`config.mk`:
```
export PLATFORM = sky130hd
export DESIGN_NAME = aes_bridge
export DESIGN_NICKNAME = d
export VERILOG_FILES = /design/src/logic/aes_bridge_pkg.sv /design/src/logic/byte_fifo.sv /design/src/logic/add_round_key_core.sv /design/src/logic/bridge_ctrl.sv /design/src/logic/bus_port.sv /design/src/logic/aes_bridge.sv
export SDC_FILE = /design/constraint.sdc
export NUM_CORES = 1
export LEC_CHECK = 0
export BUFFER_PORTS_ARGS = -buffer_cell sky130_fd_sc_hd__buf_2
export CORE_UTILIZATION = 25
export CTS_CLUSTER_DIAMETER = 40
export DETAILED_ROUTE_END_ITERATION = 10
export GPL_TIMING_DRIVEN = 1
export SYNTH_ARGS = -nofsm -noshare
export SYNTH_HDL_FRONTEND = slang
export SYNTH_HIERARCHICAL = 1
export SYNTH_SLANG_ARGS = --single-unit
```
`constraint.sdc`:
```
create_clock -name clk_main_a0 -period 4.19 [get_ports clk_main_a0]
set_clock_uncertainty 0.15 [all_clocks]
set_input_delay 0.6285 -clock clk_main_a0 [delete_from_list [all_inputs] [get_ports clk_main_a0]]
set_output_delay 0.6285 -clock clk_main_a0 [all_outputs]
set_load 0.005 [all_outputs]
```
`src/logic/aes_bridge_pkg.sv`:
```
// shared widths, bus addresses, response codes and types, imported by the bridge RTL and its testbench
package aes_bridge_pkg;

	// ------------------------------------------------------------
	// widths and sizes
	// ------------------------------------------------------------
	localparam int BYTE_W      = 8;                    // one key, plaintext or cipher byte
	localparam int BLOCK_BYTES = 16;                   // bytes per block, also depth of every fifo
	localparam int BUS_W       = 32;                   // bus address and data width
	localparam int PTR_W       = $clog2(BLOCK_BYTES);  // fifo pointer and byte counter width

	// ------------------------------------------------------------
	// basic types
	// ------------------------------------------------------------
	typedef logic [BYTE_W-1:0]             byte_t;     // one data byte
	typedef logic [BUS_W-1:0]              bus_word_t; // bus address or data
	typedef logic [1:0]                    bus_resp_t; // read response code
	typedef logic [PTR_W:0]                fifo_cnt_t; // occupancy, 0 up to 16
	typedef logic [BLOCK_BYTES*BYTE_W-1:0] block_t;    // full 128-bit engine state

	// ------------------------------------------------------------
	// bus map
	// ------------------------------------------------------------
	localparam bus_word_t FIFO_ADDR   = 32'h0000_0510; // byte writes in, cipher bytes out
	localparam bus_word_t STATUS_ADDR = 32'h0000_0514; // read only, bit 0 ready, bit 1 busy

	// read responses, same encoding as an axi slave
	localparam bus_resp_t RESP_OKAY   = 2'd0; // normal completion
	localparam bus_resp_t RESP_SLVERR = 2'd2; // data read with nothing waiting
	localparam bus_resp_t RESP_DECERR = 2'd3; // nothing mapped at that address

	// ------------------------------------------------------------
	// controller states
	// ------------------------------------------------------------
	typedef enum logic [2:0]
	{
		COLLECT_KEY, // key bytes go to the key fifo
		COLLECT_PT,  // plaintext bytes go to the plaintext fifo
		FEED,        // both input fifos stream into the engine
		WAIT_CORE,   // engine holds the block, no output yet
		DRAIN,       // engine emitting into the cipher fifo
		DONE         // block ready for the host to read
	} bridge_state_t;

endpackage

```
`src/logic/byte_fifo.sv`:
```
// 16-entry first-word-fall-through byte fifo, instanced for key, plaintext and cipher bytes
`timescale 1ns/1ps

module byte_fifo
(
	input  logic                  clk_main_a0,
	input  logic                  rst_main_n_sync,
	input  logic                  push,   // write din, legal only when not full
	input  logic                  pop,    // drop head entry, legal only when not empty
	input  aes_bridge_pkg::byte_t din,
	output aes_bridge_pkg::byte_t dout,   // always the head entry
	output logic                  full,
	output logic                  empty
);

	import aes_bridge_pkg::*;

	// ------------------------------------------------------------
	// storage and pointers
	// ------------------------------------------------------------
	byte_t            mem [BLOCK_BYTES]; // register array, no reset on payload
	logic [PTR_W-1:0] wr_ptr;            // next slot to fill
	logic [PTR_W-1:0] rd_ptr;            // head slot
	fifo_cnt_t        cnt;               // entries held

	// pointers wrap on their own at 16
	always_ff @(posedge clk_main_a0)
	begin
		if (!rst_main_n_sync)
		begin
			wr_ptr <= '0;
			rd_ptr <= '0;
			cnt    <= '0;
		end
		else
		begin
			if (push)
				wr_ptr <= wr_ptr + 1'b1;
			if (pop)
				rd_ptr <= rd_ptr + 1'b1;
			// count moves only when one side acts alone
			case ({push, pop})
				2'b10:   cnt <= cnt + 1'b1;
				2'b01:   cnt <= cnt - 1'b1;
				default: cnt <= cnt;
			endcase
		end
	end

	// data write
	always_ff @(posedge clk_main_a0)
	begin
		if (push)
			mem[wr_ptr] <= din;
	end

	// ------------------------------------------------------------
	// outputs
	// ------------------------------------------------------------
	assign dout  = mem[rd_ptr]; // head visible without a read cycle
	assign full  = (cnt == fifo_cnt_t'(BLOCK_BYTES));
	assign empty = (cnt == '0);

	// producer and consumer both keep to the flags
	a_no_push_full: assert property (
		@(posedge clk_main_a0) disable iff (!rst_main_n_sync)
		push |-> !full
	) else $error("byte_fifo push while full");

	a_no_pop_empty: assert property (
		@(posedge clk_main_a0) disable iff (!rst_main_n_sync)
		pop |-> !empty
	) else $error("byte_fifo pop while empty");

endmodule

```
`src/logic/add_round_key_core.sv`:
```
// byte-serial add-round-key engine that loads 16 key xor plaintext bytes and then shifts them out in order
`timescale 1ns/1ps

module add_round_key_core
(
	input  logic                  clk_main_a0,
	input  logic                  rst_main_n_sync,
	input  logic                  in_valid,  // one byte pair this cycle
	input  aes_bridge_pkg::byte_t key_byte,
	input  aes_bridge_pkg::byte_t pt_byte,
	output logic                  out_valid, // one result byte this cycle
	output aes_bridge_pkg::byte_t out_byte
);

	import aes_bridge_pkg::*;

	// ------------------------------------------------------------
	// state
	// ------------------------------------------------------------
	block_t           blk;      // 128-bit state with the first byte on top
	logic [PTR_W-1:0] byte_cnt; // counts loads and then emits
	logic             emitting; // high for the 16 output cycles
	byte_t            mix_byte; // the round key addition itself

	assign mix_byte = key_byte ^ pt_byte;

	// phase control with one counter for both phases
	always_ff @(posedge clk_main_a0)
	begin
		if (!rst_main_n_sync)
		begin
			byte_cnt <= '0;
			emitting <= 1'b0;
		end
		else if (emitting)
		begin
			byte_cnt <= byte_cnt + 1'b1;
			if (byte_cnt == PTR_W'(BLOCK_BYTES - 1))
				emitting <= 1'b0; // last byte out so loading resumes
		end
		else if (in_valid)
		begin
			byte_cnt <= byte_cnt + 1'b1;
			// whole block held so emitting starts next cycle
			if (byte_cnt == PTR_W'(BLOCK_BYTES - 1))
				emitting <= 1'b1;
		end
	end

	// left shift register in both phases
	always_ff @(posedge clk_main_a0)
	begin
		if (emitting)
			blk <= {blk[$bits(block_t)-BYTE_W-1:0], byte_t'(0)};
		else if (in_valid)
			blk <= {blk[$bits(block_t)-BYTE_W-1:0], mix_byte}; // newest byte at bottom
	end

	// ------------------------------------------------------------
	// outputs
	// ------------------------------------------------------------
	assign out_valid = emitting;
	assign out_byte  = blk[$bits(block_t)-1 -: BYTE_W]; // oldest load first

	// the controller must not feed while a block is leaving
	a_no_load_in_emit: assert property (
		@(posedge clk_main_a0) disable iff (!rst_main_n_sync)
		in_valid |-> !emitting
	) else $error("add_round_key_core in_valid during emit phase");

endmodule

```
`src/logic/bridge_ctrl.sv`:
```
// bridge control fsm: routes host bytes into the input fifos, feeds the engine, gates cipher reads
`timescale 1ns/1ps

module bridge_ctrl
(
	input  logic                  clk_main_a0,
	input  logic                  rst_main_n_sync,
	input  logic                  wr_byte_valid, // host byte write this cycle
	input  aes_bridge_pkg::byte_t wr_byte,
	input  logic                  rd_data_req,   // host accepted a cipher byte read
	input  logic                  key_full,
	input  logic                  key_empty,
	input  logic                  pt_full,
	input  logic                  pt_empty,
	input  logic                  cipher_full,
	input  logic                  cipher_empty,
	output logic                  key_push,
	output logic                  pt_push,
	output aes_bridge_pkg::byte_t fifo_din,      // shared by both input fifos
	output logic                  key_pop,
	output logic                  pt_pop,
	output logic                  core_in_valid,
	output logic                  cipher_pop,
	output logic                  status_ready,  // status bit 0
	output logic                  status_busy    // status bit 1
);

	import aes_bridge_pkg::*;

	bridge_state_t    state;
	bridge_state_t    state_next;
	logic [PTR_W-1:0] feed_cnt;  // byte pairs handed to the engine
	logic             feed_last; // 16th pair goes out this cycle

	// ------------------------------------------------------------
	// write routing
	// ------------------------------------------------------------
	assign fifo_din = wr_byte;
	assign key_push = (state == COLLECT_KEY) && wr_byte_valid && !key_full;
	// a byte arriving while the key fifo just filled already belongs to plaintext
	assign pt_push  = wr_byte_valid && !pt_full &&
		((state == COLLECT_PT) || ((state == COLLECT_KEY) && key_full));

	// ------------------------------------------------------------
	// engine feed
	// ------------------------------------------------------------
	// each fifo pops on its own flag so a lost byte shows up as a mismatch
	assign key_pop       = (state == FEED) && !key_empty;
	assign pt_pop        = (state == FEED) && !pt_empty;
	assign core_in_valid = key_pop && pt_pop;
	assign feed_last     = core_in_valid && (feed_cnt == PTR_W'(BLOCK_BYTES - 1));

	// host reads only drain the cipher fifo once the block is complete
	assign cipher_pop   = (state == DONE) && rd_data_req && !cipher_empty;
	assign status_ready = (state == DONE);
	assign status_busy  = (state == FEED) || (state == WAIT_CORE) || (state == DRAIN);

	// next state
	always_comb
	begin
		state_next = state;
		case (state)
			COLLECT_KEY:
				if (key_full)
					state_next = COLLECT_PT;
			COLLECT_PT:
				if (pt_full)
					state_next = FEED;
			FEED:
				if (feed_last)
					state_next = WAIT_CORE; // leaves after exactly 16 cycles
			WAIT_CORE:
				if (!cipher_empty)
					state_next = DRAIN;     // first result byte landed
			DRAIN:
				if (cipher_full)
					state_next = DONE;
			DONE:
				if (cipher_empty)
					state_next = COLLECT_KEY; // host read every byte
			default:
				state_next = COLLECT_KEY;
		endcase
	end

	// state and feed counter registers
	always_ff @(posedge clk_main_a0)
	begin
		if (!rst_main_n_sync)
		begin
			state    <= COLLECT_KEY;
			feed_cnt <= '0;
		end
		else
		begin
			state <= state_next;
			if (core_in_valid)
				feed_cnt <= feed_cnt + 1'b1; // wraps to 0 after the 16th pair
		end
	end

	// key and plaintext stay in lockstep for the whole feed
	a_pop_lockstep: assert property (
		@(posedge clk_main_a0) disable iff (!rst_main_n_sync)
		key_pop == pt_pop
	) else $error("bridge_ctrl key and plaintext fifos out of step");

endmodule

```
`src/logic/bus_port.sv`:
```
// bus slave: decodes byte writes and runs the registered read channel for data and status
`timescale 1ns/1ps

module bus_port
(
	input  logic                      clk_main_a0,
	input  logic                      rst_main_n_sync,
	input  aes_bridge_pkg::bus_word_t wr_addr,
	input  logic                      wready,        // write offered this cycle
	input  aes_bridge_pkg::bus_word_t wdata,
	input  logic                      arvalid_q,     // read request
	input  aes_bridge_pkg::bus_word_t araddr_q,
	input  logic                      rready,
	input  logic                      status_ready,
	input  logic                      status_busy,
	input  logic                      cipher_empty,
	input  aes_bridge_pkg::byte_t     cipher_dout,   // cipher fifo head
	output logic                      wr_byte_valid,
	output aes_bridge_pkg::byte_t     wr_byte,
	output logic                      rd_data_req,   // pops one cipher byte
	output logic                      rvalid,
	output aes_bridge_pkg::bus_word_t rdata,
	output aes_bridge_pkg::bus_resp_t rresp
);

	import aes_bridge_pkg::*;

	logic rd_accept;    // new read taken this cycle
	logic rd_done;      // host took the current response
	logic data_waiting; // a finished block still has bytes

	// ------------------------------------------------------------
	// write decode
	// ------------------------------------------------------------
	assign wr_byte_valid = wready && (wr_addr == FIFO_ADDR);
	assign wr_byte       = wdata[BYTE_W-1:0]; // upper bytes ignored

	// ------------------------------------------------------------
	// read channel
	// ------------------------------------------------------------
	assign rd_accept    = arvalid_q && !rvalid; // one outstanding read at a time
	assign rd_done      = rvalid && rready;
	assign data_waiting = status_ready && !cipher_empty;
	assign rd_data_req  = rd_accept && (araddr_q == FIFO_ADDR) && data_waiting;

	// rvalid, up the cycle after accept and down after the handshake
	always_ff @(posedge clk_main_a0)
	begin
		if (!rst_main_n_sync)
			rvalid <= 1'b0;
		else if (rd_accept)
			rvalid <= 1'b1;
		else if (rd_done)
			rvalid <= 1'b0;
	end

	// response payload, only loaded on accept so it holds under back-pressure
	always_ff @(posedge clk_main_a0)
	begin
		if (rd_accept)
		begin
			if (araddr_q == FIFO_ADDR)
			begin
				if (data_waiting)
				begin
					rdata <= bus_word_t'(cipher_dout); // zero extended
					rresp <= RESP_OKAY;
				end
				else
				begin
					rdata <= '0;                       // nothing to hand out
					rresp <= RESP_SLVERR;
				end
			end
			else if (araddr_q == STATUS_ADDR)
			begin
				rdata <= {{(BUS_W-2){1'b0}}, status_busy, status_ready};
				rresp <= RESP_OKAY;
			end
			else
			begin
				rdata <= '0;                           // unmapped
				rresp <= RESP_DECERR;
			end
		end
	end

	// held response must not move until the host takes it
	a_rd_stable: assert property (
		@(posedge clk_main_a0) disable iff (!rst_main_n_sync)
		(rvalid && !rready) |=> (rvalid && $stable(rdata) && $stable(rresp))
	) else $error("bus_port read response changed under back-pressure");

endmodule

```
`src/logic/aes_bridge.sv`:
```
// top level of the bridge: bus port, control fsm, key/plaintext/cipher fifos and the engine
`timescale 1ns/1ps

module aes_bridge
(
	input  logic                      clk_main_a0,
	input  logic                      rst_main_n_sync,
	input  aes_bridge_pkg::bus_word_t wr_addr,
	input  logic                      wready,
	input  aes_bridge_pkg::bus_word_t wdata,
	input  logic                      arvalid_q,
	input  aes_bridge_pkg::bus_word_t araddr_q,
	input  logic                      rready,
	output logic                      rvalid,
	output aes_bridge_pkg::bus_word_t rdata,
	output aes_bridge_pkg::bus_resp_t rresp
);

	import aes_bridge_pkg::*;

	// ------------------------------------------------------------
	// internal nets
	// ------------------------------------------------------------
	logic  wr_byte_valid, rd_data_req;            // bus port to control
	byte_t wr_byte, fifo_din;
	logic  status_ready, status_busy;
	logic  key_push, key_pop, key_full, key_empty; // key fifo
	logic  pt_push, pt_pop, pt_full, pt_empty;     // plaintext fifo
	byte_t key_dout, pt_dout;
	logic  cipher_pop, cipher_full, cipher_empty;  // cipher fifo
	byte_t cipher_dout;
	logic  core_in_valid, core_out_valid;          // engine handshake
	byte_t core_out_byte;

	bus_port bus_port_i (
		.clk_main_a0, .rst_main_n_sync, .wr_addr, .wready, .wdata,
		.arvalid_q, .araddr_q, .rready, .status_ready, .status_busy,
		.cipher_empty, .cipher_dout, .wr_byte_valid, .wr_byte,
		.rd_data_req, .rvalid, .rdata, .rresp
	);

	bridge_ctrl bridge_ctrl_i (
		.clk_main_a0, .rst_main_n_sync, .wr_byte_valid, .wr_byte, .rd_data_req,
		.key_full, .key_empty, .pt_full, .pt_empty, .cipher_full, .cipher_empty,
		.key_push, .pt_push, .fifo_din, .key_pop, .pt_pop, .core_in_valid,
		.cipher_pop, .status_ready, .status_busy
	);

	// input fifos share the write byte, control picks which one pushes
	byte_fifo key_fifo_i (
		.clk_main_a0, .rst_main_n_sync, .push(key_push), .pop(key_pop),
		.din(fifo_din), .dout(key_dout), .full(key_full), .empty(key_empty)
	);

	byte_fifo pt_fifo_i (
		.clk_main_a0, .rst_main_n_sync, .push(pt_push), .pop(pt_pop),
		.din(fifo_din), .dout(pt_dout), .full(pt_full), .empty(pt_empty)
	);

	// engine output pushes the cipher fifo directly
	add_round_key_core add_round_key_core_i (
		.clk_main_a0, .rst_main_n_sync, .in_valid(core_in_valid),
		.key_byte(key_dout), .pt_byte(pt_dout),
		.out_valid(core_out_valid), .out_byte(core_out_byte)
	);

	byte_fifo cipher_fifo_i (
		.clk_main_a0, .rst_main_n_sync, .push(core_out_valid), .pop(cipher_pop),
		.din(core_out_byte), .dout(cipher_dout), .full(cipher_full), .empty(cipher_empty)
	);

endmodule

```
# Yosys cells after proc, flatten, opt, wreduce, memory -nomap -nowiden
# Memory sizes are Yosys's and may differ from the RTL's. A register that Yosys moved wholly into a read port is not among the register bits.
# Index checks and enable logic that the tools add are counted.
[totals] regBits=214 ramBits=384 inputBits=101 out_inout_bits=35 elab_cells=135 mem_count=3
[memory_table] name="cipher_fifo_i.mem" depth=16 word_bits=8 read_ports=1 rd_clocked_by_memory_dff=1 wr=1 line_no="byte_fifo.sv:21" rtl="byte_t mem [BLOCK_BYTES];"
[memory_table] name="key_fifo_i.mem" depth=16 word_bits=8 read_ports=1 rd_clocked_by_memory_dff=1 wr=1 line_no="byte_fifo.sv:21"
[memory_table] name="pt_fifo_i.mem" depth=16 word_bits=8 read_ports=1 rd_clocked_by_memory_dff=1 wr=1 line_no="byte_fifo.sv:21"
[op_classes] addsub=14 eq_ne=25 muxes=38 n_bitwise=1 reduce_logical=36
[op_table] op="$mux W128" count=2
[op_table] op="$eq A32 B11 Y1 const B" count=3
[op_table] op="$add A4 B1 Y4 const B" count=8
[op_table] op="$mux W32" count=1
[op_table] op="$mux W4" count=8
[op_table] op="$pmux W5 S2" count=3
[op_table] op="$mux W3" count=6
[op_table] op="$pmux W3 S6" count=1
[op_table] op="$logic_and A1 B1 Y1" count=17
[op_table] op="$add A5 B1 Y5 const B" count=3
[op_table] op="$eq A5 B5 Y1 const B" count=3
[op_table] op="$logic_not A5 Y1" count=3
[op_table] op="$sub A5 B1 Y5 const B" count=3
[op_table] op="$mux W1" count=12
[op_table] op="$ne A2 B1 Y1 const B" count=5
[op_table] op="$reduce_bool A2 Y1" count=5
[op_table] op="$eq A4 B4 Y1 const B" count=2
[op_table] op="$mux W2" count=4
[op_table] op="$mux W8" count=1
[op_table] op="$xor A8 B8 Y8" count=1
[op_table] op="$eq A2 B1 Y1 const B" count=3
[op_table] op="$eq A2 B2 Y1 const B" count=3
[op_table] op="$eq A3 B2 Y1 const B" count=2
[op_table] op="$eq A3 B3 Y1 const B" count=2
[op_table] op="6 further kinds" count=13

# Logic depth before layout (Yosys ltp)
[depth] word_depth=8 depth_mapped=14 ltp_nobuf=14

# Modules after synthesis
# The synthesis kept the hierarchy.
[modules_own_cells] mod="byte_fifo" instances=3 cells_per_inst=311 area_each_um2=5904.4 seq_area_each_um2=4184.0
[modules_own_cells] mod="add_round_key_core" instances=1 cells_per_inst=320 area_each_um2=5113.7 seq_area_each_um2=3863.7
[modules_own_cells] mod="bus_port" instances=1 cells_per_inst=99 area_each_um2=1002.2 seq_area_each_um2=320.3
[modules_own_cells] mod="bridge_ctrl" instances=1 cells_per_inst=62 area_each_um2=540.5 seq_area_each_um2=140.1

# Least setup slack after synthesis
# OpenSTA, ideal clock, no wires.
[synth_timing] kind="input port to flip-flop" from="input araddr_q[16]" to="register cipher_fifo_i.cnt[4]" setup_ns=0.064 arrival_time_ns=3.543 required_time_ns=3.976 setup_slack_ns=0.433 path_stages=12 n_path_buf=0 cell_sequence="nor4_4 nand4_1 nor4_1 inv_1 nor3_1 ha_1 xor2_1 ha_1 a21oi_1 a221oi_1 or4b_1 nand4_1"
[synth_via] elab_chain_cells=7 elab_cells_between_ends=9 cone_classes="eq/ne: 3; mux: 1; reduce/logical: 5"
[synth_rtl] element="start, declared" line_no="aes_bridge.sv:12" rtl="input aes_bridge_pkg::bus_word_t araddr_q,"
[synth_rtl] element="$eq A32 B11 Y1 *" line_no="bus_port.sv:44" rtl="assign rd_data_req = rd_accept && (araddr_q == FIFO_ADDR) && data_waiting;"
[synth_rtl] element="$logic_and A1 B1 Y1 * (2 in series)" line_no="bus_port.sv:44"
[synth_rtl] element="net rd_data_req" line_no="aes_bridge.sv:24" rtl="logic wr_byte_valid, rd_data_req;"
[synth_rtl] element="$logic_and A1 B1 Y1 * (2 in series)" line_no="bridge_ctrl.sv:54" rtl="assign cipher_pop = (state == DONE) && rd_data_req && !cipher_empty;"
[synth_rtl] element="net cipher_pop" line_no="aes_bridge.sv:30" rtl="logic cipher_pop, cipher_full, cipher_empty;"
[synth_rtl] element="$eq A2 B1 Y1 / $eq A2 B2 Y1 (equally long branches)" line_no="byte_fifo.sv:42" rtl="case ({push, pop})"
[synth_rtl] element="$pmux W5 S2 / $reduce_bool A2 Y1 (equally long branches)"
[synth_rtl] element="end signal, assigned" line_no="byte_fifo.sv:43" rtl="2'b10: cnt <= cnt + 1'b1;"
[synth_rtl] element="end signal, assigned" line_no="byte_fifo.sv:44" rtl="2'b01: cnt <= cnt - 1'b1;"
[synth_rtl] element="end signal, assigned" line_no="byte_fifo.sv:45" rtl="default: cnt <= cnt;"
[synth_rtl] element="end, declared" line_no="byte_fifo.sv:24" rtl="fifo_cnt_t cnt;"
# Mark *: on every way through the listed nets, which the timed path passes. The rest lies on a longest branch.
# A chain may end at the register's enable or synchronous reset.

# Worst setup path after layout
[layout_timing] from="register bridge_ctrl_i.state[1]" to="register cipher_fifo_i.cnt[4]"
[layout_via] elab_chain_cells=7 elab_cells_between_ends=9 cone_classes="eq/ne: 3; mux: 1; reduce/logical: 5"
[layout_rtl] element="start, declared" line_no="bridge_ctrl.sv:30" rtl="bridge_state_t state;"
[layout_rtl] element="start signal, assigned" line_no="bridge_ctrl.sv:96" rtl="state <= state_next;"
[layout_rtl] element="$eq A3 B3 Y1 *" line_no="bridge_ctrl.sv:55" rtl="assign status_ready = (state == DONE);"
[layout_rtl] element="net status_ready" line_no="aes_bridge.sv:26" rtl="logic status_ready, status_busy;"
[layout_rtl] element="$logic_and A1 B1 Y1 *" line_no="bus_port.sv:43" rtl="assign data_waiting = status_ready && !cipher_empty;"
[layout_rtl] element="$logic_and A1 B1 Y1 *" line_no="bus_port.sv:44"
[layout_rtl] element="net rd_data_req" line_no="aes_bridge.sv:24"
[layout_rtl] element="$logic_and A1 B1 Y1 * (2 in series)" line_no="bridge_ctrl.sv:54"
[layout_rtl] element="net cipher_pop" line_no="aes_bridge.sv:30"
[layout_rtl] element="$eq A2 B1 Y1 / $eq A2 B2 Y1 (equally long branches)" line_no="byte_fifo.sv:42"
[layout_rtl] element="$pmux W5 S2 / $reduce_bool A2 Y1 (equally long branches)"
# Marked as above.

==> flow_summary_export.csv <==
group,metric,value,unit
run_status,outcome,"completed",
timing,fmax,271.6,MHz
layout,final_cells,2836,
global_route,grt_start_max_net_pins,103,
pwr,sw_frac_of_total,19.92,%
timing,max-slew-margin-rel,33.53,%
timing,slew_violations,0,
global_route,antenna_found_initial,4,
routing,vias,12160,
timing,hold_viol_final,0,
logic_synthesis,synth_edf_count,514,
clocking,cts-buffers-inserted,66,
critical_path,cp.arrival,4070,ps
place,place_congestion,0.7502,
hold_path,min_path_type,"in -> reg",
floorplan,die_h,314.2,um
logic_synthesis,synth_warnings,6,
routing,avgViaCountPerCell,4.288,
logic_synthesis,yosys.area.top_type,"edfxtp_1",
floorplan,fp.dieArea,98730,sq um
critical_path,crit_required,4570,ps
timing,timing.setup.tns,0,ps
critical_path,r2r_cells,13,
floorplan,start_util,25.24,%
clocking,clock-sinks,586,
timing,finalSetupViolCount,0,
logic_synthesis,ys_seq_elements,586,
pwr,seq_power_share,52.0,%
logic_synthesis,synthArstFlopShare,0,%
pwr,pwr-share-clk,46.9,%
logic_synthesis,syn_area,24370,sq um
timing,rsz0062_at_grt,"false",
critical_path,crit_path_end_kind,"register",
critical_path,reg2reg_slack,510,ps
logic_synthesis,synth.area.top_cells,"edfxtp_1, dfxtp_1, and2_1",
logic_synthesis,synthFlopType,"edfxtp_1",
logic_synthesis,synth_top_area_share,63.34,%
global_route,grt_util_all_layers,9.382,%
place,place_inst,2716,
timing,min_period,3681,ps
layout,antennaDiodeCount,0,
pwr,power.internal,0.009704,W
place,hpwlAfterDp,29710,um
critical_path,crit_start,"bridge_ctrl_i/state[1]",
logic_synthesis,synth_cell_types,63,
critical_path,rr_startpoint,"bridge_ctrl_i/state[1]",
clocking,cts_setup_buffers,0,
layout,syn_to_final_growth,14.92,%
clocking,cts_resized,0,
clocking,cts-root-buf,"clkbuf_16",
timing,fin_crit_sh,87.86,%
pwr,p_comb_share,1.0,%
clocking,cts_buffer_depth,3,
pwr,powerDensity,432.7,nW/um^2
floorplan,die_w,314.2,um
critical_path,crit_type,"reg -> reg",
floorplan,num_io_pins,136,
timing,hold_slack,135.2,ps
routing,totalWireLength,46510,um
critical_path,crit_end,"cipher_fifo_i/cnt[4]",
clocking,path_clk_slew,60,ps
layout,fillCellCount,9452,
routing,drt_first_pass_iters,7,
routing,routedWlPerCell,16.40,um
pwr,worst_ir_drop_vdd,0.3157,mV
layout,layout-drive-gt1-share,17.95,%
floorplan,core.rowCount,114,
pwr,p_leak,9.158,nW
timing,setup_ws,508.6,ps
floorplan,coreArea,96570,sq um
global_route,grt_pass1_wl,71040,um
clocking,h-tree-depth,3,
clocking,holdBufCountCts,0,
routing,drc_errors,0,
job,drv_cap,0,
layout,seq_area,16880,sq um
routing,ant_nets,0,
critical_path,crit_path_start_kind,"register",
logic_synthesis,ys_seq_area_share,69.25,%
global_route,grt_pass1_vias,12220,
clocking,clk_latency,590,ps
place,portBuffers,87,
layout,nets,1638,
layout,multi_input_area,6639,sq um
clocking,cts_tree,"built",
critical_path,rr_endpoint,"cipher_fifo_i/cnt[4]",
logic_synthesis,syn_area_per_cell,17.23,sq um
place,post-place-ws,109.8,ps
logic_synthesis,netlist_instances,1414,
pwr,switching_power,0.002414,W
timing,tightest_slew,995.7,ps
global_route,grt_overflow,0,
critical_path,crit_fanout,9,
routing,drt_iter0_markers,870,
[synth_stat cells (7+ instances only)]
library cell / instances
buf_4: 53
edfxtp_1: 514
nand3_1: 16
xor2_1: 10
nor4_1: 15
a22oi_1: 49
buf_2: 8
o21ai_0: 7
nor2b_1: 19
inv_1: 17
mux2i_1: 13
clkbuf_1: 17
buf_6: 18
nand2_1: 44
mux4_1: 48
ha_1: 29
nand4_1: 19
dfxtp_1: 72
xnor2_1: 30
mux4_2: 48
nor2_1: 28
nor3_1: 9
and2_1: 202
nor3b_1: 12
nand4b_1: 17
a211oi_1: 8
[cell type report]
cell class / count / share of cell area [%]
sequential: 586 / 60.28
multi-input combinational: 722 / 23.71
clock buffer: 83 / 6.461
tap: 1276 / 5.701
timing repair buffer: 114 / 2.323
clock inverter: 37 / 1.273
inverter: 18 / 0.2591
[worst max-delay path, cell delays in order, from the launching register on]
cell      delay, ps
dfxtp_1         370
and2b_4         290
and2_2          180
nor4bb_1        240
nand4_1         120
nor4_1          310
inv_1           100
nor3_1          250
ha_1            370
ha_1            330
nor3b_1         240
a221oi_1        120
or4b_1          480
nand4_1          80
[power groups by stage]
stage	clock, W	combinational [W]	sequential [W]
6_report	0.00569	0.000125	0.00630
2_1_floorplan	0	0.0000721	0.00643
3_3_place_gp	0	0.000122	0.00643
4_1_cts	0.00584	0.000128	0.00630
3_5_place_dp	0	0.000128	0.00643
5_1_grt	0.00606	0.000138	0.00630
[worst min-delay path by stage]
stage               cells after the start                              from                          endpoint  slack (ps)
floorplan                               2  add_round_key_core_i/byte_cnt[3]  add_round_key_core_i/byte_cnt[3]         310
global placement                        2  add_round_key_core_i/byte_cnt[3]  add_round_key_core_i/byte_cnt[3]         320
detailed placement                      2       add_round_key_core_i/blk[6]       add_round_key_core_i/blk[6]         330
CTS                                     2                         arvalid_q                 bus_port_i/rvalid         100
global route                            2                         arvalid_q                 bus_port_i/rvalid         120
finish                                  2                         arvalid_q                 bus_port_i/rvalid         140
[layer usage]
metal	wire, um	global-route usage [%]
met1	20460	12.19
met5	0	0
met2	22820	15.58
met4	989	3.038
met3	2240	1.937
[cell families (layout without fill, tap and decap cells)]
kind of cell / after synthesis / after routing / share of synthesized area (%)
fa+ha+maj: 29 / 29 / 1.489
mux: 109 / 109 / 10.15
flops: 586 / 586 / 69.25
buf+inv: 129 / 252 / 3.861
other cells: 1 / 24 / 0.01539
simple gates: 427 / 427 / 10.98
xor+xnor: 40 / 40 / 1.438
compound gates: 93 / 93 / 2.824
[cell usage in the layout (no fill, tap or decap), types with 8 or more instances in the layout]
| cell type | Yosys | final |
|---|---|---|
| mux4_2 | 48 | 48 |
| and2_1 | 202 | 202 |
| nand4_1 | 19 | 19 |
| clkbuf_1 | 17 | 11 |
| nor2_1 | 28 | 28 |
| mux2i_1 | 13 | 13 |
| nor4_1 | 15 | 15 |
| nand3_1 | 16 | 16 |
| edfxtp_1 | 514 | 514 |
| buf_4 | 53 | 26 |
| xor2_1 | 10 | 10 |
| nand4b_1 | 17 | 17 |
| inv_1 | 17 | 17 |
| a211oi_1 | 8 | 8 |
| buf_2 | 8 | 87 |
| a22oi_1 | 49 | 49 |
| mux4_1 | 48 | 48 |
| inv_6 | 0 | 12 |
| nor2b_1 | 19 | 19 |
| conb_1 | 1 | 24 |
| nor3b_1 | 12 | 12 |
| dfxtp_1 | 72 | 69 |
| ha_1 | 29 | 29 |
| nand2_1 | 44 | 44 |
| nor3_1 | 9 | 9 |
| clkbuf_16 | 0 | 69 |
| xnor2_1 | 30 | 30 |
| clkinv_1 | 0 | 8 |
[sequential cells by signal (all words and copies together) (netlist names), 5 cells and up, named ones only]
signal,cells
add_round_key_core_i/blk,128
bus_port_i/rdata,8
cipher_fifo_i/cnt,5
cipher_fifo_i/mem,128
key_fifo_i/cnt,5
key_fifo_i/mem,128
pt_fifo_i/cnt,5
pt_fifo_i/mem,128
[per-stage QoR]
step                      utilization, %  power (W)  area [sq um]
after floorplan                        -   0.006501         24460
after global placement             26.76   0.006551         25840
after detailed placement           26.76   0.006557         25840
after CTS                          29.00    0.01227         28000
after global routing               29.00    0.01250         28000
final                              29.00    0.01212         28000
(Power assumes the default switching activity.)
